**config.mk**
```make
export PLATFORM = sky130hd
export DESIGN_NAME = RegisterFile
export DESIGN_NICKNAME = d
export VERILOG_FILES = /design/src/source/CorePkg.sv /design/src/source/RegisterFile.sv
export SDC_FILE = /design/constraint.sdc
export NUM_CORES = 1
export LEC_CHECK = 0
export BUFFER_PORTS_ARGS = -buffer_cell sky130_fd_sc_hd__buf_2
export CAP_MARGIN = 20
export CORE_MARGIN = 1
export CORE_UTILIZATION = 45
export DETAILED_ROUTE_END_ITERATION = 16
export GPL_TIMING_DRIVEN = 0
export MAX_ROUTING_LAYER = met4
export PLACE_DENSITY_LB_ADDON = 0.2
export RECOVER_POWER = 50
export REMOVE_ABC_BUFFERS = 1
export SETUP_SLACK_MARGIN = 0.3
export SKIP_CTS_REPAIR_TIMING = 1
export SYNTH_ARGS = -nofsm -noshare
export SYNTH_HDL_FRONTEND = slang
export SYNTH_SLANG_ARGS = --single-unit
```
**constraint.sdc**
```tcl
create_clock -name clock -period 2 [get_ports clock]
set_input_delay 0.1 -clock clock [delete_from_list [all_inputs] [get_ports clock]]
set_output_delay 0.1 -clock clock [all_outputs]
set_load 0.05 [all_outputs]
```
**src/source/CorePkg.sv**
```systemverilog
`default_nettype none

package CorePkg;

    localparam int InstrWidth  = 16;
    localparam int IdWidth     = 7;
    localparam int RegWidth    = 4;
    localparam int OffsetWidth = 12;
    localparam int CondWidth   = 4;

    // Identifiers checked outside the decoder
    localparam logic [IdWidth-1:0] IdSystemCall = 7'h48;
    localparam logic [IdWidth-1:0] IdReset      = 7'h64;
    localparam logic [IdWidth-1:0] IdUndefined  = 7'h7f;

    localparam logic [RegWidth-1:0] RegStackPointer   = 4'd14;
    localparam logic [RegWidth-1:0] RegProgramCounter = 4'd15;

    localparam logic [CondWidth-1:0] CondAlways = 4'he;
    localparam logic [CondWidth-1:0] CondNone   = 4'hf;

    // Same 16 bits, register layout or immediate layout
    typedef union packed {
        struct packed {
            logic [3:0] opcode;
            logic       op;
            logic [4:0] imm5;   // Shift amount or offset
            logic [2:0] regA;
            logic [2:0] regD;
        } regForm;
        struct packed {
            logic [3:0] opcode;
            logic       op;
            logic [2:0] regD;
            logic [7:0] imm8;
        } immForm;
    } InstructionWord;

endpackage

`default_nettype wire
```
**src/source/RegisterFile.sv**
```systemverilog
`timescale 1ns/100ps
`default_nettype none

module RegisterFile (
    input  logic                             clock,
    input  logic                             reset,
    input  logic                             wrEnable,
    input  logic [CorePkg::RegWidth-1:0]     wrAddr,
    input  logic [CorePkg::InstrWidth-1:0]   wrData,
    input  logic [CorePkg::InstrWidth-1:0]   pc,
    input  logic [CorePkg::RegWidth-1:0]     rdAddrA,
    input  logic [CorePkg::RegWidth-1:0]     rdAddrB,
    output logic [CorePkg::InstrWidth-1:0]   rdDataA,
    output logic [CorePkg::InstrWidth-1:0]   rdDataB
);

    logic [CorePkg::InstrWidth-1:0] regs [2**CorePkg::RegWidth];

    always_ff @(posedge clock) begin
        if (reset) begin
            for (int i = 0; i < 2**CorePkg::RegWidth; i++) begin
                regs[i] <= '0;
            end
        end else if (wrEnable && wrAddr != CorePkg::RegProgramCounter) begin
            regs[wrAddr] <= wrData;   // Visible after the edge
        end
    end

    // PC is not stored here
    assign rdDataA = (rdAddrA == CorePkg::RegProgramCounter) ? pc : regs[rdAddrA];
    assign rdDataB = (rdAddrB == CorePkg::RegProgramCounter) ? pc : regs[rdAddrB];

    assert property (@(posedge clock) disable iff (reset)
        wrEnable |-> wrAddr != CorePkg::RegProgramCounter);

endmodule

`default_nettype wire

```
* Word level (Yosys, flattened, before mapping)
Memory sizes are Yosys's and may differ from the RTL's.
Cells that the tools add are included.
** Cells by class
- Equal/unequal tests :: 3
- Muxes and demuxes :: 10
- Reductions and logical operators :: 2
** Operator list (number)
- $mux 16 :: 3
- $reduce_or 16->1 :: 1
- $eq 4x4->1 const B :: 2
- $mux 1 :: 6
- $mux 4 :: 1
- $ne 4x4->1 const B :: 1
- $logic_and 1x1->1 :: 1
** Storage, ports and cells
- Bits in registers :: 0
- Memory bits (writable) :: 256
- Bits of input ports :: 47
- Memories :: 1
** Memory list
- regs :: depth 16, width 16, read ports 2, clocked after memory_dff 0, wr ports 16, line RegisterFile.sv:17 : logic [CorePkg::InstrWidth-1:0] regs [2**CorePkg::RegWidth];

* Longest topological paths before layout
- Word-level depth :: 7
- Depth in mapped cells :: 8
- Depth with buffers taken out :: 4

* Worst setup path before layout
Ideal clock, no wire load.
- Kind :: input to output
- From :: input port rdAddrA[0] (netlist name)
- To :: output port rdDataA[10] (netlist name)
- Arrival :: 2.202 ns
- Data required time :: 1.900 ns
- Slack :: -0.302 ns
- Cell stages on the path :: 6
- Cell sequence :: buf_4 -> buf_6 -> nand4_1 -> clkbuf_1 -> o221ai_1 -> a211oi_1
** On the way
- Cells in the longest elaborated chain, start to end :: 2
- Elaborated cells on any way between the ends :: 3
- Classes of those cells :: eq/ne (1); mux (1); memory (1)
** RTL lines
- from (decl) :: line RegisterFile.sv:11 : input logic [CorePkg::RegWidth-1:0] rdAddrA,
- $mem_v2 16x16 / $eq 4x4->1 (equally long branches)
- $mux 16 (*) :: line RegisterFile.sv:30 : assign rdDataA = (rdAddrA == CorePkg::RegProgramCounter) ? pc : regs[rdAddrA];
- to (decl) :: line RegisterFile.sv:13 : output logic [CorePkg::InstrWidth-1:0] rdDataA,
Every way passes the cells marked *; elsewhere a longest branch is shown, timed or not.

==> impl_metrics.py <==
metrics = {
    "layout": {
        "n_fill_cell": 2404,
        "stdcell_area_mm2": 0.01517,
        "largest_register_ffs": 240,
        "drive_above_1_share_pct": 33.88,
        "nets": 1012,
        "final_util_pct": 52.84,
        "instances_no_fill": 1364,
        "reg.largest.list": "regs: 240 flops",
        "diodes": 0,
        "regMostFlops": "regs",
        "area_delta_synth_final_pct": 15.44,
    },
    "placement": {
        "hpwl_um": 22900,
        "dp_slack_ns": -0.9437,
        "post-place-cells": 1309,
        "place.gp.congestion": 0.8429,
        "port_buffers": 78,
        "placed_area_mm2": 0.01389,
    },
    "power": {
        "power.density_mw_per_mm2": 812.6,
        "internal_power_mw": 9.086,
        "irDropWorstVdd_uv": 656.4,
        "clkPwrFrac_pct": 35.3,
        "power_mw": 12.32,
        "p_leak_nw": 5.134,
        "net-switching-power_mw": 3.238,
        "p_comb_share_pct": 16.3,
        "switching_share_pct": 26.28,
        "pwr-share-seq_pct": 48.4,
    },
    "clock_network": {
        "path_clk_slew_ns": 0.06,
        "cts_tree": "done",
        "clock_path_buffers": 3,
        "clkSinkCount": 240,
        "cts_root_buf": "clkbuf_16",
        "htreeDepth": 1,
        "numCtsBuffers": 26,
    },
    "floorplanning": {
        "die_h_um": 172.9,
        "die_area_mm2": 0.02988,
        "io-pin-count": 79,
        "die_w_um": 172.9,
        "row_count": 62,
        "core_mm2": 0.02870,
        "initial_core_util_pct": 45.77,
    },
    "route": {
        "drcViolationCount": 0,
        "viasPerCell": 6.111,
        "drtIter0Drc": 812,
        "routed_wl_um": 38200,
        "ant_nets": 0,
        "vias": 8336,
        "routed_wire_length_per_instance_um": 28.01,
        "first_pass_iters": 5,
    },
    "sta": {
        "slew_viol_final": 0,
        "worst_slack_ns": -0.2807,
        "slew_headroom_pct": 49.05,
        "setup_viol": 49,
        "worstMarginPinSlew_ns": 0.7601,
        "finalCritPeriodShare_pct": 114.0,
        "fin_tns_setup_ns": -7.821,
        "holdWs_ns": 0.05940,
        "rsz0062_at_grt": "true",
        "min_period_ns": 2.281,
        "hold_viol": 0,
        "fmax_mhz": 438.5,
    },
    "yosys": {
        "ys.flop_type": "edfxtp_1",
        "netlist_area_mm2": 0.01314,
        "ys_ff_latch": 240,
        "synth_cell_types": 38,
        "synth.yosys.seq_area_share_pct": 54.86,
        "synth_top_area_share_pct": 54.86,
        "syn_avg_cell_area_um2": 14.39,
        "async_reset_ff_share_pct": 0,
        "synth.area.top_cells": "edfxtp_1 55%, mux4_2 16%, and2_1 11%, a211oi_1 2.4%, o221ai_1 1.9%",
        "yosysTopAreaCell": "edfxtp_1",
        "synthCells": 913,
        "ys_warn_count": 0,
        "synth_edf_count": 240,
    },
    "critical_path": {
        "cp.required_ns": 1.90,
        "critical_path.cell_chain": "mux4_2, o221ai_1, a21oi_1, buf_4",
        "slowest_stage": "mux4_2",
        "arrival_ns": 2.18,
        "cp-start-kind": "flip-flop",
        "endpoint_kind": "output port",
        "critPathMaxStageDelay_ns": 0.48,
        "crit_fanout": 2,
        "setup.worst_path.class": "reg -> out",
    },
    "run": {
        "maxCapViolations": 0,
    },
    "status": {
        "violations": "negative setup slack",
        "status": "finished, violations left",
    },
    "global_route": {
        "grt-ovfl-total": 0,
        "grt_pass1_wl_um": 54450,
        "first_global_vias": 8296,
        "grt_max_degree": 55,
        "track_usage_pct": 25.80,
        "antenna_found_initial": 0,
    },
    "hold_path": {
        "worstHoldPathType": "in -> reg",
    },
}
kinds of logic after synthesis:
| kind of cell | synth area share (%) |
|---|---|
| mux | 19.50 |
| flops | 54.86 |
| compound gates | 6.505 |
| simple gates | 16.05 |
| buf+inv | 3.095 |
cell usage in the layout, fill, tap and decap left out, drive strengths merged:
| cell | count |
|---|---|
| a211oi | 42 |
| a21o | 1 |
| a21oi | 16 |
| a221o | 1 |
| a221oi | 1 |
| a2bb2oi | 1 |
| and2 | 241 |
| and3 | 1 |
| buf | 92 |
| clkbuf | 53 |
| clkinv | 5 |
| edfxtp | 240 |
| mux2 | 15 |
| mux2i | 23 |
| mux4 | 96 |
| nand2 | 14 |
| nand2b | 4 |
| nand3 | 1 |
| nand3b | 4 |
| nand4 | 2 |
| nor2 | 25 |
| nor2b | 31 |
| nor3 | 4 |
| o211ai | 1 |
| o21a | 1 |
| o21ai | 4 |
| o221ai | 28 |
| o22a | 15 |
| o22ai | 2 |
| or2 | 15 |
| or3b | 1 |
per-layer routing:
metal	vias to the layer above	track usage (%)	part of all wire, %
li1	3619	-	-
met1	4250	34.72	42
met2	374	41.15	48
met3	93	2.682	6.4
met4	0	8.776	3.2
met5	-	-	0
power by group through the flow:
stage	registers (mW)	logic [mW]	clock network [mW]
floorplan	6.01	1.08	0
global placement	6.05	1.75	0
detailed placement	6.07	1.78	0
CTS	5.96	1.78	4.42
global route	6.00	2.09	4.55
finish	5.97	2.01	4.35
synth_stat cells, types with 2 or more instances:
library cell	instances
and2_2	16
clkbuf_2	2
o22ai_1	2
buf_2	20
nor3_1	3
nand2b_1	4
o22a_1	15
a21oi_1	16
o221ai_1	28
nor2_4	3
clkbuf_1	48
buf_6	6
nand2_1	14
nor2_1	22
and2_1	225
nand3b_1	4
mux2_2	15
buf_4	6
mux2i_1	23
o21ai_0	4
nand4_1	2
mux4_2	96
nor2b_1	30
edfxtp_1	240
a211oi_1	42
or2_2	15
final timing paths:
| kind | cells past startpoint | endpoint | start |
|---|---|---|---|
| setup / recovery | 4 | rdDataB[0] | regs[8][0]$_SDFFCE_PN0P_ |
| hold / removal | 2 | regs[1][5]$_SDFFCE_PN0P_ | wrData[5] |
critical path: cells and delay by family, from the launching register on:
kind | cells | cell delay (ns)
buffers and inverters | 1 | 0.24
AO/OA/AOI/OAI | 2 | 0.54
flip-flops | 1 | 0.39
multiplexers | 1 | 0.48
final cells by class:
type	instances	area, µm²	area share [%]
repair buffers	107	884.6	5.833
multi-input cells	590	5854	38.60
clock inverters	5	22.52	0.1485
clock buffers	38	716.9	4.727
well taps	384	480.5	3.168
flip-flops and latches	240	7207	47.52
No activity file was read; power rests on OpenSTA's default activity.
