===== src/source/WatchdogTimer.sv =====
`timescale 1ns/100ps
`default_nettype none

module WatchdogTimer #(
    parameter int WatchdogLimit = 64
) (
    input  logic clock,
    input  logic reset,
    input  logic watchdogKick,
    input  logic instrValid,
    output logic wdInterruption
);

    localparam int CountWidth = $clog2(WatchdogLimit + 1);
    localparam logic [CountWidth-1:0] CountMax = CountWidth'(WatchdogLimit);

    logic [CountWidth-1:0] count;
    logic pending;
    logic accepted;

    assign accepted = pending && instrValid;   // Word turned into a system call

    always_ff @(posedge clock) begin
        if (reset) begin
            count   <= '0;
            pending <= 1'b0;
        end else begin
            if (watchdogKick || accepted) count <= '0;
            else if (count != CountMax) count <= count + 1'b1;   // Saturates at limit
            if (accepted) pending <= 1'b0;
            else if (count == CountMax) pending <= 1'b1;
        end
    end

    assign wdInterruption = pending;

    assert property (@(posedge clock) disable iff (reset)
        $rose(pending) |-> $past(count == CountMax));

endmodule

`default_nettype wire


===== config.mk =====
export PLATFORM = sky130hd
export DESIGN_NAME = WatchdogTimer
export DESIGN_NICKNAME = d
export VERILOG_FILES = /design/src/source/WatchdogTimer.sv
export SDC_FILE = /design/constraint.sdc
export NUM_CORES = 1
export LEC_CHECK = 0
export ABC_AREA = 0
export BUFFER_PORTS_ARGS = -buffer_cell sky130_fd_sc_hd__buf_4
export CORE_AREA = 4 4 41 43
export CTS_CLUSTER_DIAMETER = 100
export DETAILED_ROUTE_END_ITERATION = 10
export DIE_AREA = 0 0 45 47
export PLACE_DENSITY = 0.51
export SLEW_MARGIN = 40
export SYNTH_ARGS = -nofsm -noshare
export SYNTH_HDL_FRONTEND = slang
export SYNTH_SLANG_ARGS = --single-unit

===== constraint.sdc =====
create_clock -name clock -period 2.9 [get_ports clock]
set_clock_uncertainty 0.2 [all_clocks]
set_input_delay 0.58 -clock clock [delete_from_list [all_inputs] [get_ports clock]]
set_output_delay 0.58 -clock clock [all_outputs]
set_load 0.005 [all_outputs]

Yosys cells after proc, flatten, opt, wreduce, memory -nomap -nowiden:

Index checks and enable logic that the tools add are counted.

* register bits after elaboration: 8
* bits of input ports: 4
* output and inout port bits: 1
* word-level logic and storage cells: 9

* add/subtract/negate cells: 1
* eq/ne operators: 2
* reductions and logical operators: 4

Operator list (number)
* 7-bit by 1-bit adder with 7-bit output, second input constant: 1
* 7-bit equality test, second input constant: 1
* 7-bit != test, second input constant: 1
* 2-bit OR reduction: 2
* 1-bit logical AND: 1
* 1-bit logical OR: 1

Longest topological paths before layout:

Gate-level depths: netlist of run 1.

* depth in word-level cells: 3
* depth in mapped cells: 5
* gate-level depth less buffers: 5

Worst setup path before layout of run 1:

Ideal clock, no wire load.

* path type: reg-to-reg
* start point: register count[5]
* end point: register count[0]
* library setup time: 0.124 ns
* data arrival time: 1.084 ns
* data required time: 2.576 ns
* setup slack: 1.492 ns
* stages on the path, launching flop included: 4
* path buffers: 0
* clock period less this slack: 1.408 ns
* path through: dfxtp_1 > or4b_4 > nor3_1 > nor3_1

* cells in the longest elaborated chain, start to end: 1

Ends and longest elaborated chain
* start, declared: line 17 `logic [CountWidth-1:0] count;`
* start signal, assigned: line 29 `else if (count != CountMax) count <= count + 1'b1;`
* 7-bit != test: line 29

No other way between the ends.
A chain may end at the register's enable or synchronous reset.

Final worst setup path of run 1:

* start point: register pending, in the netlist wdInterruption
* end point: output port wdInterruption

RTL lines
* start, declared: line 18 `logic pending;`
* start signal, assigned: line 26 `pending <= 1'b0;`
* start signal, assigned: line 30 `if (accepted) pending <= 1'b0;`
* start signal, assigned: line 31 `else if (count == CountMax) pending <= 1'b1;`
* end, declared: line 11 `output logic wdInterruption`

No word-level cell between the ends.

==> results of run 1 <==
[sequential cells by signal, summed over array words and instances (netlist names)]
name            cells
count               7
wdInterruption      1
[cell usage after synthesis]
library cell / count / share of area
a211o_1: 1 / 0.022
a211oi_2: 1 / 0.031
a21oi_1: 3 / 0.037
dfxtp_1: 8 / 0.40
ha_1: 2 / 0.062
inv_1: 2 / 0.019
nand2_1: 2 / 0.019
nand2b_1: 1 / 0.016
nand3_1: 3 / 0.037
nor2_4: 1 / 0.028
nor2b_1: 1 / 0.016
nor3_1: 5 / 0.062
nor4b_1: 1 / 0.022
o21ai_0: 2 / 0.025
o21ai_1: 1 / 0.012
o41ai_2: 1 / 0.041
or3_1: 2 / 0.031
or3b_2: 1 / 0.022
or4b_4: 1 / 0.034
xnor2_1: 1 / 0.022
xor2_1: 2 / 0.044
[layer usage]
layer  part of all wire  wire length (um)  vias to the layer above  GRT usage
li1                   -                 -                      169          -
met4                  0                 0                        0     0.0351
met3              0.056                41                        0     0.0575
met5                  0                 0                        -          0
met1               0.51               371                      139      0.113
met2               0.44               319                        7      0.119
[kinds of logic after synthesis]
| logic type | after synthesis | synth area share |
|---|---|---|
| and+or+nand+nor | 18 | 0.287 |
| AOI/OAI and AO/OA | 9 | 0.168 |
| DFF | 8 | 0.399 |
| xor gates and xnor gates | 3 | 0.0654 |
| buffers and inverters | 2 | 0.0187 |
| adders and majority gates | 2 | 0.0623 |
[area by class of cell]
type                    instances  area (sq um)
multi-input cells              32           234
flip-flops and latches          8           160
fillers                       146           828
repair buffers                  4          30.0
well taps                      15          18.8
clock buffers                   3          22.5
inverters                       2          7.51
[layout by cell type (no fill, tap or decap)]
master,count
a21oi_1,3
nand2_1,2
ha_1,2
clkbuf_4,3
or3_1,2
or4b_4,1
a211oi_2,1
o21ai_1,1
nand2b_1,1
o41ai_2,1
nor4b_1,1
xnor2_1,1
o21ai_0,2
a211o_1,1
or3b_2,1
dfxtp_1,8
nor2b_1,1
nor2_4,1
inv_1,2
nor3_1,5
buf_4,4
xor2_1,2
nand3_1,3
[metrics by stage]
step                      instance area, sq um  power (mW)   util  std cells  hold slack, ns
after CTS                                  473       0.214  0.363         64           0.309
after floorplan                            402       0.123      -         42           0.262
final                                      473       0.208  0.363         64           0.306
after global routing                       473       0.222  0.363         64           0.320
after global placement                     450       0.129  0.346         61           0.294
after detailed placement                   450       0.129  0.346         61           0.298
[power by group]
part / internal (mW) / switching (mW)
Combinational: 0.00604 / 0.00749
Sequential: 0.112 / 0.00136
Clock: 0.0471 / 0.0348
[final timing paths]
kind	end	cells after the start	from
setup / recovery	wdInterruption	1	wdInterruption
hold / removal	count[1]	2	count[1]
setup reg to reg	count[0]	3	count[5]
hold reg to reg	count[1]	2	count[1]
==> impl_metrics.py, run 1 <==
metrics = {
    "run_status": {
        "status": "completed",
    },
    "sta": {
        "fin_setup_tns_ns": 0,
        "slew_headroom": 0.732,
        "layout_min_cycle_time_ns": 1.54,
        "final-setup-viol-count": 0,
        "finalWorstSetupSlack_ns": 1.36,
        "finalCritPeriodShare": 0.532,
        "rsz0062_at_grt": "no",
        "hold_viol_final": 0,
        "worst_slew_pin_slew_ns": 0.396,
        "max_freq_mhz": 648,
        "slew_viol_final": 0,
    },
    "place": {
        "place_hpwl_um": 583,
        "pre_cts_ws_ns": 1.31,
        "globalplace.congestion": 0.733,
        "portBuffers": 4,
    },
    "worst_setup_path": {
        "worstSetupStartpointType": "register",
        "setup.worst_path.end_class": "output pin",
        "cp_slowest_cell": "dfxtp_1",
        "slowest_delay_ns": 0.38,
        "cp_top_family": "flip-flops",
        "reg2reg_setup_slack_ns": 1.43,
        "cp.arrival_ns": 0.76,
        "worstPathCellList": "buf_4",
        "worstPathMaxFanout": 4,
        "crit_required_ns": 2.12,
        "path_class": "register to output pin",
        "worst-path-buf-inv": 1,
    },
    "yosys": {
        "synth.avg_cell_area_sq_um": 9.56,
        "synth_seq_cells": 8,
        "syn_inst": 42,
        "seq_area_frac_synth": 0.399,
        "synthDistinctLibCells": 21,
        "syn_area_sq_um": 402,
        "syn-num-nets": 48,
        "ys_warn_count": 0,
    },
    "global_route": {
        "grt_pass1_wl_um": 1300,
        "overflow": 0,
        "antenna_found_initial": 0,
        "grt_use_total": 0.0888,
        "grt_max_degree": 8,
        "grt_pass1_vias": 308,
    },
    "clock_network": {
        "cts_root_buf": "clkbuf_4",
        "ctsResizeCount": 0,
        "cts_max_level": 1,
        "cts_tree": "yes",
        "insertion_delay_ns": 0.25,
        "clk_path_buf_depth": 2,
        "hold_buffers": 0,
        "cts_setup_buffers": 0,
        "path_clk_slew_ns": 0.05,
        "clock-sinks": 8,
        "cts_made_buffers": 3,
    },
    "floorplanning": {
        "die_x_um": 45,
        "die_height_um": 47,
        "coreArea_sq_um": 1300,
        "fp-row-count": 13,
        "dieArea_sq_um": 2120,
        "io_pins": 5,
        "initial_core_util": 0.309,
    },
    "layout": {
        "drive_gt1_frac": 0.245,
        "syn2layout_area_growth_pct": 17.8,
        "nets": 57,
        "diodes": 0,
    },
    "power_and_ir_drop": {
        "vdd_ir_drop_max_mv": 0.280,
        "powerDensity_nw_per_um2": 440,
        "power_leakage_nw": 0.171,
    },
    "route": {
        "ant_nets": 0,
        "via_per_inst": 4.92,
        "drc_errors": 0,
        "wl_per_cell_um": 11.4,
        "dr.pass1.iters": 4,
        "drt_iter0_drc": 5,
        "drt_wl_total_um": 732,
        "num_vias": 315,
    },
    "worst_hold_path": {
        "hold_class": "register to register",
    },
    "flow_run": {
        "drv_cap": 0,
    },
}
Note: power is estimated with default switching activity, not from simulation.
==> run 2, diff against run 1 <==
--- a/config.mk
+++ b/config.mk
@@ -11,7 +11,7 @@
 export CTS_CLUSTER_DIAMETER = 100
 export DETAILED_ROUTE_END_ITERATION = 10
 export DIE_AREA = 0 0 45 47
-export PLACE_DENSITY = 0.51
+export PLACE_DENSITY = 0.53
 export SLEW_MARGIN = 40
 export SYNTH_ARGS = -nofsm -noshare
 export SYNTH_HDL_FRONTEND = slang
==> constraint.sdc (replaced) <==
create_clock -name clock -period 1.4 [get_ports clock]
set_clock_uncertainty 0.2 [all_clocks]
set_input_delay 0.28 -clock clock [delete_from_list [all_inputs] [get_ports clock]]
set_output_delay 0.28 -clock clock [all_outputs]
set_load 0.005 [all_outputs]
==> run 2 against run 1 <==
Net effect: the run now ends with setup timing left; first-iteration DRC count is 40% lower; final cell count is 13% higher; clock-buffer cell count stayed put; via count is 16% higher; final area is 20% higher; register-to-register slack worse by 1.5 ns; sequential power is 110% higher; largest power group unchanged.
==> impl_metrics.py, run 2 (synthesized netlist as in run 1, its figures left out) <==
metrics = {
    "route": {
        "drt_iter0_drc": 3,
        "ant_nets": 0,
        "num_vias": 364,
        "wl_per_cell_um": 12.3,
        "drt_wl_total_um": 888,
        "drc_errors": 0,
        "dr.pass1.iters": 2,
        "via_per_inst": 5.06,
    },
    "layout": {
        "fillers": 134,
        "layout.cells.non_filler": 72,
        "drive_gt1_frac": 0.474,
        "design_area_sq_um": 568,
        "diodes": 0,
        "syn2layout_area_growth_pct": 41.4,
        "top_register": "count",
        "final_common_cell": "buf_4",
        "largest_reg_flops": 7,
        "nets": 65,
        "final_cell_mix": "buf_4 (12), nor3_1 (5), dfxtp_1 (5)",
    },
    "sta": {
        "finalCritPeriodShare": 1.02,
        "hold_viol_final": 0,
        "max_freq_mhz": 698,
        "worst_slew_pin_slew_ns": 0.260,
        "final-setup-viol-count": 6,
        "whs_ns": 0.00896,
        "slew_headroom": 0.827,
        "slew_viol_final": 0,
        "layout_min_cycle_time_ns": 1.43,
        "finalWorstSetupSlack_ns": -0.0328,
        "rsz0062_at_grt": "yes",
    },
    "floorplanning": {
        "io_pins": 5,
        "die_height_um": 47,
        "coreArea_sq_um": 1300,
        "initial_core_util": 0.309,
        "fp-row-count": 13,
        "die_x_um": 45,
        "dieArea_sq_um": 2120,
    },
    "global_route": {
        "grt_pass1_wl_um": 1410,
        "grt_max_degree": 8,
        "grt_pass1_vias": 337,
        "grt_use_total": 0.105,
        "overflow": 0,
        "antenna_found_initial": 0,
    },
    "power_and_ir_drop": {
        "power_uw": 458,
        "powerDensity_nw_per_um2": 806,
        "power_leakage_nw": 0.215,
        "vdd_ir_drop_max_mv": 0.364,
    },
    "clock_network": {
        "cts_root_buf": "clkbuf_4",
        "cts_tree": "yes",
        "clk_path_buf_depth": 2,
        "clock-sinks": 8,
        "cts_setup_buffers": 0,
        "cts_made_buffers": 3,
        "insertion_delay_ns": 0.27,
        "path_clk_slew_ns": 0.06,
        "cts_max_level": 1,
    },
    "place": {
        "globalplace.congestion": 0.746,
        "dpl.cell_count": 69,
        "place_hpwl_um": 636,
        "pre_cts_ws_ns": -0.0394,
        "portBuffers": 4,
        "place_area_sq_um": 510,
    },
    "worst_setup_path": {
        "cp.arrival_ns": 1.37,
        "cp_slowest_cell": "or4b_4",
        "worstPathCellList": "or4b_4 > nor2_4 > nor3_1",
        "crit_start": "count[6]",
        "worstPathMaxFanout": 4,
        "slowest_delay_ns": 0.52,
        "worstSetupStartpointType": "register",
        "path_class": "register to register",
        "reg2reg_setup_slack_ns": -0.03,
        "r2r_start": "count[6]",
        "crit_required_ns": 1.34,
        "cp_top_family": "simple AND/OR/NAND/NOR gates",
        "setup.worst_path.end_class": "register",
        "worst-path-buf-inv": 0,
    },
    "worst_hold_path": {
        "hold_class": "input port to register",
        "hp-start": "reset",
    },
    "flow_run": {
        "drv_cap": 0,
    },
    "run_status": {
        "failed_checks": "setup timing",
        "status": "finished with violations",
    },
}
==> run 2: layout make-up <==
class	count	area, sq um	area share
multi-input combinational	32	265	0.467
sequential	8	164	0.289
timing repair buffer	12	90.1	0.159
clock buffer	3	22.5	0.0396
tap	15	18.8	0.0330
inverter	2	7.51	0.0132
==> run 2: routing by layer <==
| metal | GRT usage | vias to the layer above | routed length [um] |
|---|---|---|---|
| met3 | 0.0575 | 5 | 41 |
| met4 | 0.105 | 0 | 34 |
| met1 | 0.0966 | 170 | 361 |
| li1 | - | 185 | - |
| met2 | 0.161 | 4 | 450 |
| met5 | 0 | - | 0 |
==> run 2: worst reg2reg max path, delay by kind of cell, from the launching register on <==
| family | cells | cell delay [ns] |
|---|---|---|
| DFF | 1 | 0.36 |
| and+or+nand+nor | 3 | 0.75 |
==> run 2: worst paths after layout <==
path                                  endpoint  cells after the start
worst min register to register  wdInterruption                      1
worst min-delay path            wdInterruption                      2
worst max register to register        count[3]                      3
worst max-delay path                  count[3]                      3
==> run 2: power by group <==
part | leakage (nW) | switching, mW | internal (mW)
clock network | 0.0138 | 0.0899 | 0.0989
logic | 0.135 | 0.0175 | 0.0155
registers | 0.0660 | 0.00445 | 0.231
total | 0.215 | 0.112 | 0.346
==> run 2: stage by stage <==
step	TNS [ns]	utilization
3_5_place_dp	-0.218	0.392
5_1_grt	-0.434	0.437
3_3_place_gp	-0.137	0.392
2_1_floorplan	-0.00836	-
6_report	-0.159	0.437
4_1_cts	-0.187	0.413
==> run 2: timing repair <==
| item | in CTS | in global routing |
|---|---|---|
| pin swaps | 0 | 1 |
| setup endpoints to repair | 7 | 7 |
| endpoints found under the hold margin | 0 | 0 |
| resized for setup | 3 | 5 |
| hold buffers | 0 | 0 |
