### config.mk
export PLATFORM = sky130hd
export DESIGN_NAME = DecodeStage
export DESIGN_NICKNAME = d
export VERILOG_FILES = /design/src/source/CorePkg.sv /design/src/source/DecodeStage.sv
export SDC_FILE = /design/constraint.sdc
export NUM_CORES = 1
export LEC_CHECK = 0
export BUFFER_PORTS_ARGS = -buffer_cell sky130_fd_sc_hd__clkbuf_2
export CORE_MARGIN = 2
export CORE_UTILIZATION = 35
export DETAILED_ROUTE_END_ITERATION = 10
export GPL_TIMING_DRIVEN = 0
export PLACE_DENSITY_LB_ADDON = 0.3
export REMOVE_ABC_BUFFERS = 1
export SLEW_MARGIN = 20
export SYNTH_ARGS = -nofsm -noshare
export SYNTH_HDL_FRONTEND = slang
export SYNTH_SLANG_ARGS = --single-unit
### constraint.sdc
create_clock -name clock -period 0.8 [get_ports clock]
set_input_delay 0.04 -clock clock [delete_from_list [all_inputs] [get_ports clock]]
set_output_delay 0.04 -clock clock [all_outputs]
set_load 0.05 [all_outputs]
### src/source/CorePkg.sv
`default_nettype none

package CorePkg;

    localparam int InstrWidth  = 16;
    localparam int IdWidth     = 7;
    localparam int RegWidth    = 4;
    localparam int OffsetWidth = 12;
    localparam int CondWidth   = 4;

    // Identifiers checked outside the decoder
    localparam logic [IdWidth-1:0] IdSystemCall = 7'h48;
    localparam logic [IdWidth-1:0] IdReset      = 7'h64;
    localparam logic [IdWidth-1:0] IdUndefined  = 7'h7f;

    localparam logic [RegWidth-1:0] RegStackPointer   = 4'd14;
    localparam logic [RegWidth-1:0] RegProgramCounter = 4'd15;

    localparam logic [CondWidth-1:0] CondAlways = 4'he;
    localparam logic [CondWidth-1:0] CondNone   = 4'hf;

    // Same 16 bits, register layout or immediate layout
    typedef union packed {
        struct packed {
            logic [3:0] opcode;
            logic       op;
            logic [4:0] imm5;   // Shift amount or offset
            logic [2:0] regA;
            logic [2:0] regD;
        } regForm;
        struct packed {
            logic [3:0] opcode;
            logic       op;
            logic [2:0] regD;
            logic [7:0] imm8;
        } immForm;
    } InstructionWord;

endpackage

`default_nettype wire
### src/source/DecodeStage.sv
`timescale 1ns/100ps
`default_nettype none

module DecodeStage (
    input  logic                               clock,
    input  logic                               reset,
    input  logic                               instrValid,
    input  logic [CorePkg::IdWidth-1:0]        id,
    input  logic [CorePkg::RegWidth-1:0]       regD,
    input  logic [CorePkg::RegWidth-1:0]       regA,
    input  logic [CorePkg::RegWidth-1:0]       regB,
    input  logic [CorePkg::OffsetWidth-1:0]    offset,
    input  logic [CorePkg::CondWidth-1:0]      branchCondition,
    input  logic [CorePkg::InstrWidth-1:0]     operandA,
    input  logic [CorePkg::InstrWidth-1:0]     operandB,
    output logic                               decValid,
    output logic [CorePkg::IdWidth-1:0]        decId,
    output logic [CorePkg::RegWidth-1:0]       decRegD,
    output logic [CorePkg::RegWidth-1:0]       decRegA,
    output logic [CorePkg::RegWidth-1:0]       decRegB,
    output logic [CorePkg::OffsetWidth-1:0]    decOffset,
    output logic [CorePkg::CondWidth-1:0]      decCondition,
    output logic [CorePkg::InstrWidth-1:0]     decOperandA,
    output logic [CorePkg::InstrWidth-1:0]     decOperandB
);

    always_ff @(posedge clock) begin
        if (reset) decValid <= 1'b0;
        else decValid <= instrValid;   // One cycle pulse per word
    end

    // Payload only moves with a word
    always_ff @(posedge clock) begin
        if (instrValid) begin
            decId        <= id;
            decRegD      <= regD;
            decRegA      <= regA;
            decRegB      <= regB;
            decOffset    <= offset;
            decCondition <= branchCondition;
            decOperandA  <= operandA;
            decOperandB  <= operandB;
        end
    end

    assert property (@(posedge clock) disable iff (reset)
        decValid && !instrValid |=> !decValid);

endmodule

`default_nettype wire

# Yosys cells after proc, flatten, opt, wreduce, memory -nomap -nowiden
# Cells that the tools add are included.
# W data, S select, Z words.
# op_classes
add_sub_neg,0
mul,0
n_div,0
order_cmp,0
eq_ne,0
shift,0
n_mux,0
n_bitwise,0
reduce_logical,0
# totals
ff_bits,68
latch_bits,0
ram_bits,0
mem_bits_ro,0
inputBits,70
out_inout_bits,68
wordCells,9
memories,0

# Depth between registers and ports, before layout
# Gate-level depths: netlist of the first run.
# logic_depth
ltp_word,0
ltp_mapped,1
ltp_nobuf,1

# Least setup slack after synthesis of the first run
# Ideal clock, no wire load.
# synth_path
path_kind,flip-flop to output port
from,register decCondition[0] (netlist bit)
to,output port decCondition[0] (netlist bit)
arrival_ps,601
required_time_ps,760
setup_slack_ps,159
stages_incl_launch_ff,1
n_path_buf,0
cell_sequence,edfxtp_1
# synth_lines
item,line_no,rtl
"start, declared",DecodeStage.sv:22,"output logic [CorePkg::CondWidth-1:0] decCondition,"
"start signal, assigned",DecodeStage.sv:40,decCondition <= branchCondition;
# No word-level cell between the ends.

# Final worst setup path of the first run
# layout_path
from,register decRegD[3] (netlist bit)
to,output port decRegD[3] (netlist bit)
# layout_lines
item,line_no,rtl
"start, declared",DecodeStage.sv:18,"output logic [CorePkg::RegWidth-1:0] decRegD,"
"start signal, assigned",DecodeStage.sv:36,decRegD <= regD;
# No word-level cell between the ends.

==> results of run 1 <==
[through the flow]
step	cell area (um2)	worst slack [ns]	hold WS [ns]	utilization [%]
3_5_place_dp	2840	-0.215	0.219	51.0
6_report	4330	-0.174	0.227	77.7
3_3_place_gp	2820	-0.823	0.217	50.6
2_1_floorplan	2050	0.159	0.104	-
4_1_cts	4310	-0.187	0.205	77.2
5_1_grt	4330	-0.212	0.236	77.7
[flip-flops by register name, summed over array words and instances (netlist names)]
| register | flops |
|---|---|
| decOffset | 12 |
| decCondition | 4 |
| decRegD | 4 |
| decValid | 1 |
| decOperandB | 16 |
| decId | 7 |
| decRegA | 4 |
| decOperandA | 16 |
| decRegB | 4 |
[timing repair]
item	CTS	global route
endpoints found under the hold margin	68	0
gates resized for setup	137	19
hold buffers	68	0
gates cloned	0	0
setup endpoints to repair	68	68
[per-layer routing]
metal	GRT usage, %	up-vias	wire length [um]
li1	-	715	-
met1	16.3	737	1850
met2	37.4	93	3500
met3	6.97	15	525
met4	9.15	0	152
met5	0	-	0
[power by group]
group          switching [uW]  internal [uW]  total (uW)  leakage (uW)
clock                    1220           1420        2640     0.0000846
combinational            1260            958        2220       0.00108
sequential                139           4230        4370      0.000664
[cells in the final DEF, fill, tap and decap left out]
master / count
nor2b_4: 1
clkbuf_4: 1
dfxtp_2: 1
clkbuf_1: 2
dlygate4sd3_1: 68
clkbuf_2: 68
clkbuf_8: 58
edfxtp_1: 67
clkinvlp_4: 2
clkinv_1: 2
buf_8: 19
buf_12: 1
bufinv_16: 1
[how the worst min path moves through the flow]
stage | end | slack (ns) | cells after the start
floorplan | decValid | 0.10 | 1
detailed placement | decOffset[8] | 0.22 | 1
global placement | decOperandA[6] | 0.22 | 1
CTS | decOperandA[11] | 0.21 | 1
global route | decOperandB[9] | 0.24 | 1
finish | decRegB[2] | 0.23 | 1
[layout make-up]
class                           instances  area [um2]
Sequential cell                        68        2030
Timing Repair Buffer                  206        2010
Fill cell                             316        1240
Clock buffer                           11         131
Tap cell                               72        90.1
Clock inverter                          5        52.6
Multi-Input combinational cell          1        13.8
[kinds of logic after synthesis]
group	Yosys count	synth area share, %
simple gates	1	0.673
flops	68	99.3
==> flow_summary.json, run 1 <==
{
  "finalNetCount": 356,
  "vias": 1560,
  "remaining_drc_errors": 0,
  "h-tree-depth": 3,
  "clockRootBuffer": "clkbuf_8",
  "cp.depth": 1,
  "grt_start_max_net_pins": 44,
  "synth.most_common_cell": "edfxtp_1",
  "cp_slowest_cell": "edfxtp_1",
  "tightest_slew_ns": 0.372,
  "critPathLaunch": "decRegD[3]",
  "netlist_area_um2": 2050,
  "outcome": "finished with violations",
  "min_from": "instrValid",
  "critPathMaxStageDelay_ns": 0.43,
  "grt_overflow_total": 0,
  "worstSetupStartpointType": "register",
  "slew_headroom_pct": 75.2,
  "worstSetupEndpoint": "decRegD[3]",
  "cts_tree": "done",
  "grt_pass1_wl_mm": 8.65,
  "hp-class": "in2reg",
  "num_io_pins": 138,
  "clk_pin_slew_ns": 0.08,
  "rows": 27,
  "crit_family": "flip-flops",
  "crit_arrival_ns": 0.93,
  "seq_area_frac_synth_pct": 99.3,
  "period_share_pct": 122,
  "grt_antenna_before_repair": 0,
  "layout_setup_ws_ns": -0.174,
  "tns_ns": -9.29,
  "synth_seq_cells": 68,
  "power.total_uw": 9230,
  "synthTopCellsByCount": "67 x edfxtp_1, 1 x dfxtp_1, 1 x nor2b_4",
  "final-setup-viol-count": 68,
  "slew_viol_final": 0,
  "max-cap-violations": 0,
  "cp-end-kind": "output port",
  "initial_core_util_pct": 36.7,
  "dieArea_um2": 6470,
  "grt.total_usage_pct": 19.0,
  "violations": "negative setup slack",
  "synthCells": 69,
  "die_h_um": 80.5,
  "final_antenna_net_count": 0,
  "finalCriticalPeriod_ns": 0.974,
  "drt_pass1_iterations": 4,
  "area_growth_pct": 112,
  "crit_path_cell_trace": "buf_8",
  "wirelength_mm": 6.03,
  "rsz0062_at_grt": "true",
  "worst-path-max-fanout": 1,
  "yosys.area.top_type": "edfxtp_1",
  "cts_buffer_depth": 2,
  "port_buffers": 137,
  "grt_pass1_vias": 1775,
  "post_cts_buffers": 0,
  "cp.required_ns": 0.76,
  "synth_flop_cell": "edfxtp_1",
  "cts_buffers": 9,
  "fin_cells": 363,
  "synth_warnings": 0,
  "dp.cells": 279,
  "diodes": 0,
  "drt_iter0_drc": 99,
  "clock-sinks": 68,
  "drive_above_1_share_pct": 52.2,
  "worstSetupPathType": "reg2out",
  "cellLeakagePower_uw": 0.00183,
  "place_congestion": 0.651,
  "synth_area_leaders": "edfxtp_1 98%, dfxtp_1 0.98%, nor2b_4 0.67%",
  "viasPerCell": 4.30,
  "finalHoldViolations": 0,
  "fmax_mhz": 1030,
  "die_w_um": 80.5,
  "power.density_nw_per_um2": 2130,
  "wl_per_cell_um": 16.6,
  "ys_types": 3,
  "synth_edf_count": 67,
  "ys_async_sr_fraction_pct": 0,
  "ir_worst_vdd_v": 0.00146,
  "path_buf_inv": 1,
  "core_um2": 5570,
  "synth_area_per_cell_um2": 29.6,
  "netlist.area_leader.share_pct": 98.3
}
Note: power is estimated with default switching activity, not from simulation.
==> inputs of run 2 (changes only) <==
CELL_PAD_IN_SITES_DETAIL_PLACEMENT = 1   (was not set)
CELL_PAD_IN_SITES_GLOBAL_PLACEMENT = 2   (was not set)
CORE_UTILIZATION = 24   (was 35)
GPL_TIMING_DRIVEN = not set   (was 0)
==> run 2 against run 1 <==
Net effect:
- the run still ends with negative setup slack left
- wire length rose by 5.4%
- sequential cell count did not move
- sequential power barely moved
- design area rose by 2.2%
- clock power barely moved
==> flow_summary.json, run 2 (same netlist as run 1, synthesis figures left out) <==
{
  "outcome": "finished with violations",
  "violations": "negative setup slack",
  "cts_buffer_depth": 2,
  "place_congestion": 0.692,
  "clk_pin_slew_ns": 0.07,
  "die_h_um": 96.3,
  "critPathMaxStageDelay_ns": 0.43,
  "fmax_mhz": 1030,
  "vias": 1554,
  "worst-path-max-fanout": 1,
  "core_um2": 8260,
  "slew_headroom_pct": 88.3,
  "finalHoldViolations": 0,
  "cp_slowest_cell": "edfxtp_1",
  "grt_pass1_wl_mm": 9.38,
  "power.density_nw_per_um2": 2100,
  "grt_start_max_net_pins": 25,
  "crit_family": "flip-flops",
  "tns_ns": -9.67,
  "grt.total_usage_pct": 14.5,
  "grt_overflow_total": 0,
  "port_buffers": 137,
  "finalCriticalPeriod_ns": 0.974,
  "final_antenna_net_count": 0,
  "wl_per_cell_um": 16.0,
  "remaining_drc_errors": 0,
  "num_io_pins": 138,
  "cts_tree": "done",
  "diodes": 0,
  "worstSetupStartpointType": "register",
  "rows": 33,
  "final_cell_mix": "69 x clkbuf_2, 68 x dlygate4sd3_1, 67 x edfxtp_1",
  "power.total_uw": 9300,
  "hp-class": "in2reg",
  "final_common_cell": "clkbuf_2",
  "initial_core_util_pct": 24.8,
  "path_buf_inv": 1,
  "dieArea_um2": 9280,
  "h-tree-depth": 3,
  "worstSetupPathType": "reg2out",
  "period_share_pct": 122,
  "cellLeakagePower_uw": 0.00186,
  "fillers": 776,
  "tightest_slew_ns": 0.177,
  "layout_setup_ws_ns": -0.174,
  "ir_worst_vdd_v": 0.00105,
  "clock-sinks": 68,
  "clockRootBuffer": "clkbuf_8",
  "wirelength_mm": 6.36,
  "finalNetCount": 358,
  "drive_above_1_share_pct": 53.2,
  "drt_pass1_iterations": 3,
  "area_growth_pct": 116,
  "viasPerCell": 3.90,
  "slew_viol_final": 0,
  "final-setup-viol-count": 68,
  "cp.required_ns": 0.76,
  "crit_path_cell_trace": "buf_8",
  "cp-end-kind": "output port",
  "grt_pass1_vias": 1808,
  "die_w_um": 96.3,
  "rsz0062_at_grt": "true",
  "cts_buffers": 9,
  "drt_iter0_drc": 37,
  "max-cap-violations": 0,
  "largestRegisters": "decOperandA (16), decOperandB (16), decOffset (12)",
  "grt_antenna_before_repair": 0,
  "crit_arrival_ns": 0.93
}
-- run 2: cell count changes in the layout (fill, tap and decap cells not counted) --
cell        previous run  this run
clkinv_1               2         0
clkbuf_2              68        69
buf_12                 1         3
clkbuf_16              0         1
clkbuf_4               1         0
clkinv_2               0         3
clkbuf_8              58        53
buf_8                 19        23
clkinvlp_4             2         1
-- run 2: cell type report --
type / count / area (um2) / area share [%]
timing repair buffer: 208 / 2060 / 46.6
sequential: 68 / 2030 / 46.0
clock buffer: 11 / 131 / 2.97
tap: 105 / 131 / 2.97
clock inverter: 5 / 52.6 / 1.19
multi-input combinational: 1 / 13.8 / 0.311
-- run 2: worst paths after layout --
kind,from,endpoint,slack [ns],cells after the start
min,instrValid,decOperandA[14],0.22,2
max,decId[3],decId[3],-0.17,1
-- run 2: per-layer routing --
metal  track usage (%)  wire length [um]
met5                 0                 0
met1              13.1              2090
met4              6.34               101
met2              28.9              3780
met3              4.54               388
-- run 2: timing repair --
| action | 4_1_cts | 5_1_grt |
|---|---|---|
| endpoints found under the hold margin | 68 | 0 |
| hold buffers | 68 | 0 |
| gates resized for setup | 138 | 23 |
| setup buffers | 0 | 0 |
| endpoints found under the setup margin | 68 | 68 |
-- run 2: power by group --
| part | internal [uW] | switching (uW) | leakage, uW | total, uW |
|---|---|---|---|---|
| Sequential | 4230 | 144 | 0.000664 | 4380 |
| Combinational | 989 | 1270 | 0.00110 | 2250 |
| Clock | 1430 | 1250 | 0.0000931 | 2670 |
| Total | 6650 | 2660 | 0.00186 | 9300 |
-- run 2: stage by stage --
step                util, %  worst slack (ns)  cells  cell area, um2  hold slack [ns]
detailed placement     35.4            0.0511    314            2920            0.219
global route           53.6            -0.215    398            4420            0.218
CTS                    53.2            -0.215    398            4400            0.199
floorplan                 -             0.159     69            2050            0.104
finish                 53.6            -0.174    398            4420            0.222
global placement       35.4            0.0574    314            2920            0.217
==> inputs of run 3 (changes only) <==
CORE_ASPECT_RATIO = 0.7   (was not set)
==> run 3 against run 2 <==
Net effect:
- the flow still finishes with violations (negative setup slack)
- sequential share of layout area shrank 0.49 points
- sequential cell count is the same
- count of clock-buffer cells in the layout grew 1
- cell count is the same
- core utilization shrank 0.17 points
- design area grew 1.1%
- setup slack gained 0.019 ns
- global-route usage shrank 0.42 points
- highest routed layer unchanged
- largest cell class unchanged
==> flow_summary.json, run 3 (same netlist as run 1, synthesis figures left out) <==
{
  "outcome": "finished with violations",
  "violations": "negative setup slack",
  "drive_above_1_share_pct": 51.5,
  "grt.total_usage_pct": 14.1,
  "power.density_nw_per_um2": 2240,
  "wirelength_mm": 6.34,
  "cp.required_ns": 0.76,
  "cts_tree": "done",
  "cellLeakagePower_uw": 0.00188,
  "grt_antenna_before_repair": 0,
  "grt_overflow_total": 0,
  "rsz0062_at_grt": "true",
  "place_congestion": 0.715,
  "cp-end-kind": "output port",
  "worstSetupPathType": "reg2out",
  "clk_pin_slew_ns": 0.05,
  "clockRootBuffer": "clkbuf_16",
  "slew_headroom_pct": 86.4,
  "vias": 1553,
  "port_buffers": 137,
  "core_um2": 8370,
  "max-cap-violations": 0,
  "critPathMaxStageDelay_ns": 0.42,
  "slew_viol_final": 0,
  "period_share_pct": 119,
  "cp_slowest_cell": "edfxtp_1",
  "num_io_pins": 138,
  "ir_worst_vdd_v": 0.00143,
  "hp-class": "in2reg",
  "die_h_um": 81.2,
  "initial_core_util_pct": 24.4,
  "worstSetupStartpointType": "register",
  "worst-path-max-fanout": 1,
  "min_delay_path_depth": 3,
  "die_w_um": 114,
  "crit_path_cell_trace": "buf_8",
  "remaining_drc_errors": 0,
  "path_buf_inv": 1,
  "post_dp_cell_area_um2": 2900,
  "drt_iter0_drc": 51,
  "finalHoldViolations": 0,
  "viasPerCell": 3.90,
  "final_antenna_net_count": 0,
  "final-setup-viol-count": 68,
  "crit_arrival_ns": 0.91,
  "power.total_uw": 10000,
  "layout_setup_ws_ns": -0.154,
  "cp.depth": 1,
  "final_cell_mix": "69 x dlygate4sd3_1, 68 x clkbuf_2, 67 x edfxtp_1",
  "grt_pass1_wl_mm": 9.27,
  "largestRegisters": "decOperandA (16), decOperandB (16), decOffset (12)",
  "crit_family": "flip-flops",
  "tightest_slew_ns": 0.204,
  "drt_pass1_iterations": 6,
  "dieArea_um2": 9290,
  "finalCriticalPeriod_ns": 0.954,
  "cts_buffer_depth": 2,
  "final_common_cell": "dlygate4sd3_1",
  "h-tree-depth": 3,
  "cts_buffers": 9,
  "finalNetCount": 358,
  "clock-sinks": 68,
  "diodes": 0,
  "rows": 28,
  "fmax_mhz": 1050,
  "grt_start_max_net_pins": 36,
  "fin_area_um2": 4470,
  "grt_pass1_vias": 1769,
  "post_cts_buffers": 0,
  "wl_per_cell_um": 15.9,
  "area_growth_pct": 119,
  "tns_ns": -8.78
}
-- run 3: cell count changes in the layout (fill, tap and decap cells not counted), moves of 2 or more --
cell | previous run | this run
clkinv_1 | 0 | 3
clkbuf_16 | 1 | 9
clkbuf_8 | 53 | 45
clkinv_2 | 3 | 1
-- run 3: through the flow --
stage / worst slack [ns] / hold WS [ns] / cells / utilization [%]
after global routing: -0.194 / 0.218 / 398 / 53.4
final: -0.154 / 0.208 / 398 / 53.4
after global placement: 0.0505 / 0.217 / 313 / 34.7
after floorplan: 0.159 / 0.104 / 69 / -
after detailed placement: 0.0371 / 0.219 / 313 / 34.7
after CTS: -0.181 / 0.209 / 398 / 53.1
-- run 3: repair_timing --
action,CTS,global route
setup endpoints to repair,68,68
hold endpoints to repair,69,0
resized for setup,137,23
hold buffers,69,0
cloned,0,0
-- run 3: layout make-up --
type,count,area [um2]
multi-input combinational,1,13.8
sequential,68,2030
fill,780,3900
tap,105,131
clock buffer,12,236
clock inverter,4,16.3
timing repair buffer,208,2040
-- run 3: worst paths after layout --
path / startpoint / slack, ns / to
min: instrValid / 0.21 / decValid
max: decOperandA[11] / -0.15 / decOperandA[11]
-- run 3: power breakdown --
part | switching, uW | leakage (uW) | internal (uW)
clock | 1320 | 0.000123 | 2060
combinational | 1260 | 0.00109 | 977
sequential | 141 | 0.000664 | 4240
total | 2720 | 0.00188 | 7280
-- run 3: routing by layer --
metal / vias up / GRT usage (%) / wire (um)
met4: 0 / 5.85 / 106
met1: 725 / 13.8 / 2270
met3: 11 / 9.03 / 802
li1: 719 / - / -
met5: - / 0 / 0
met2: 98 / 24.0 / 3160
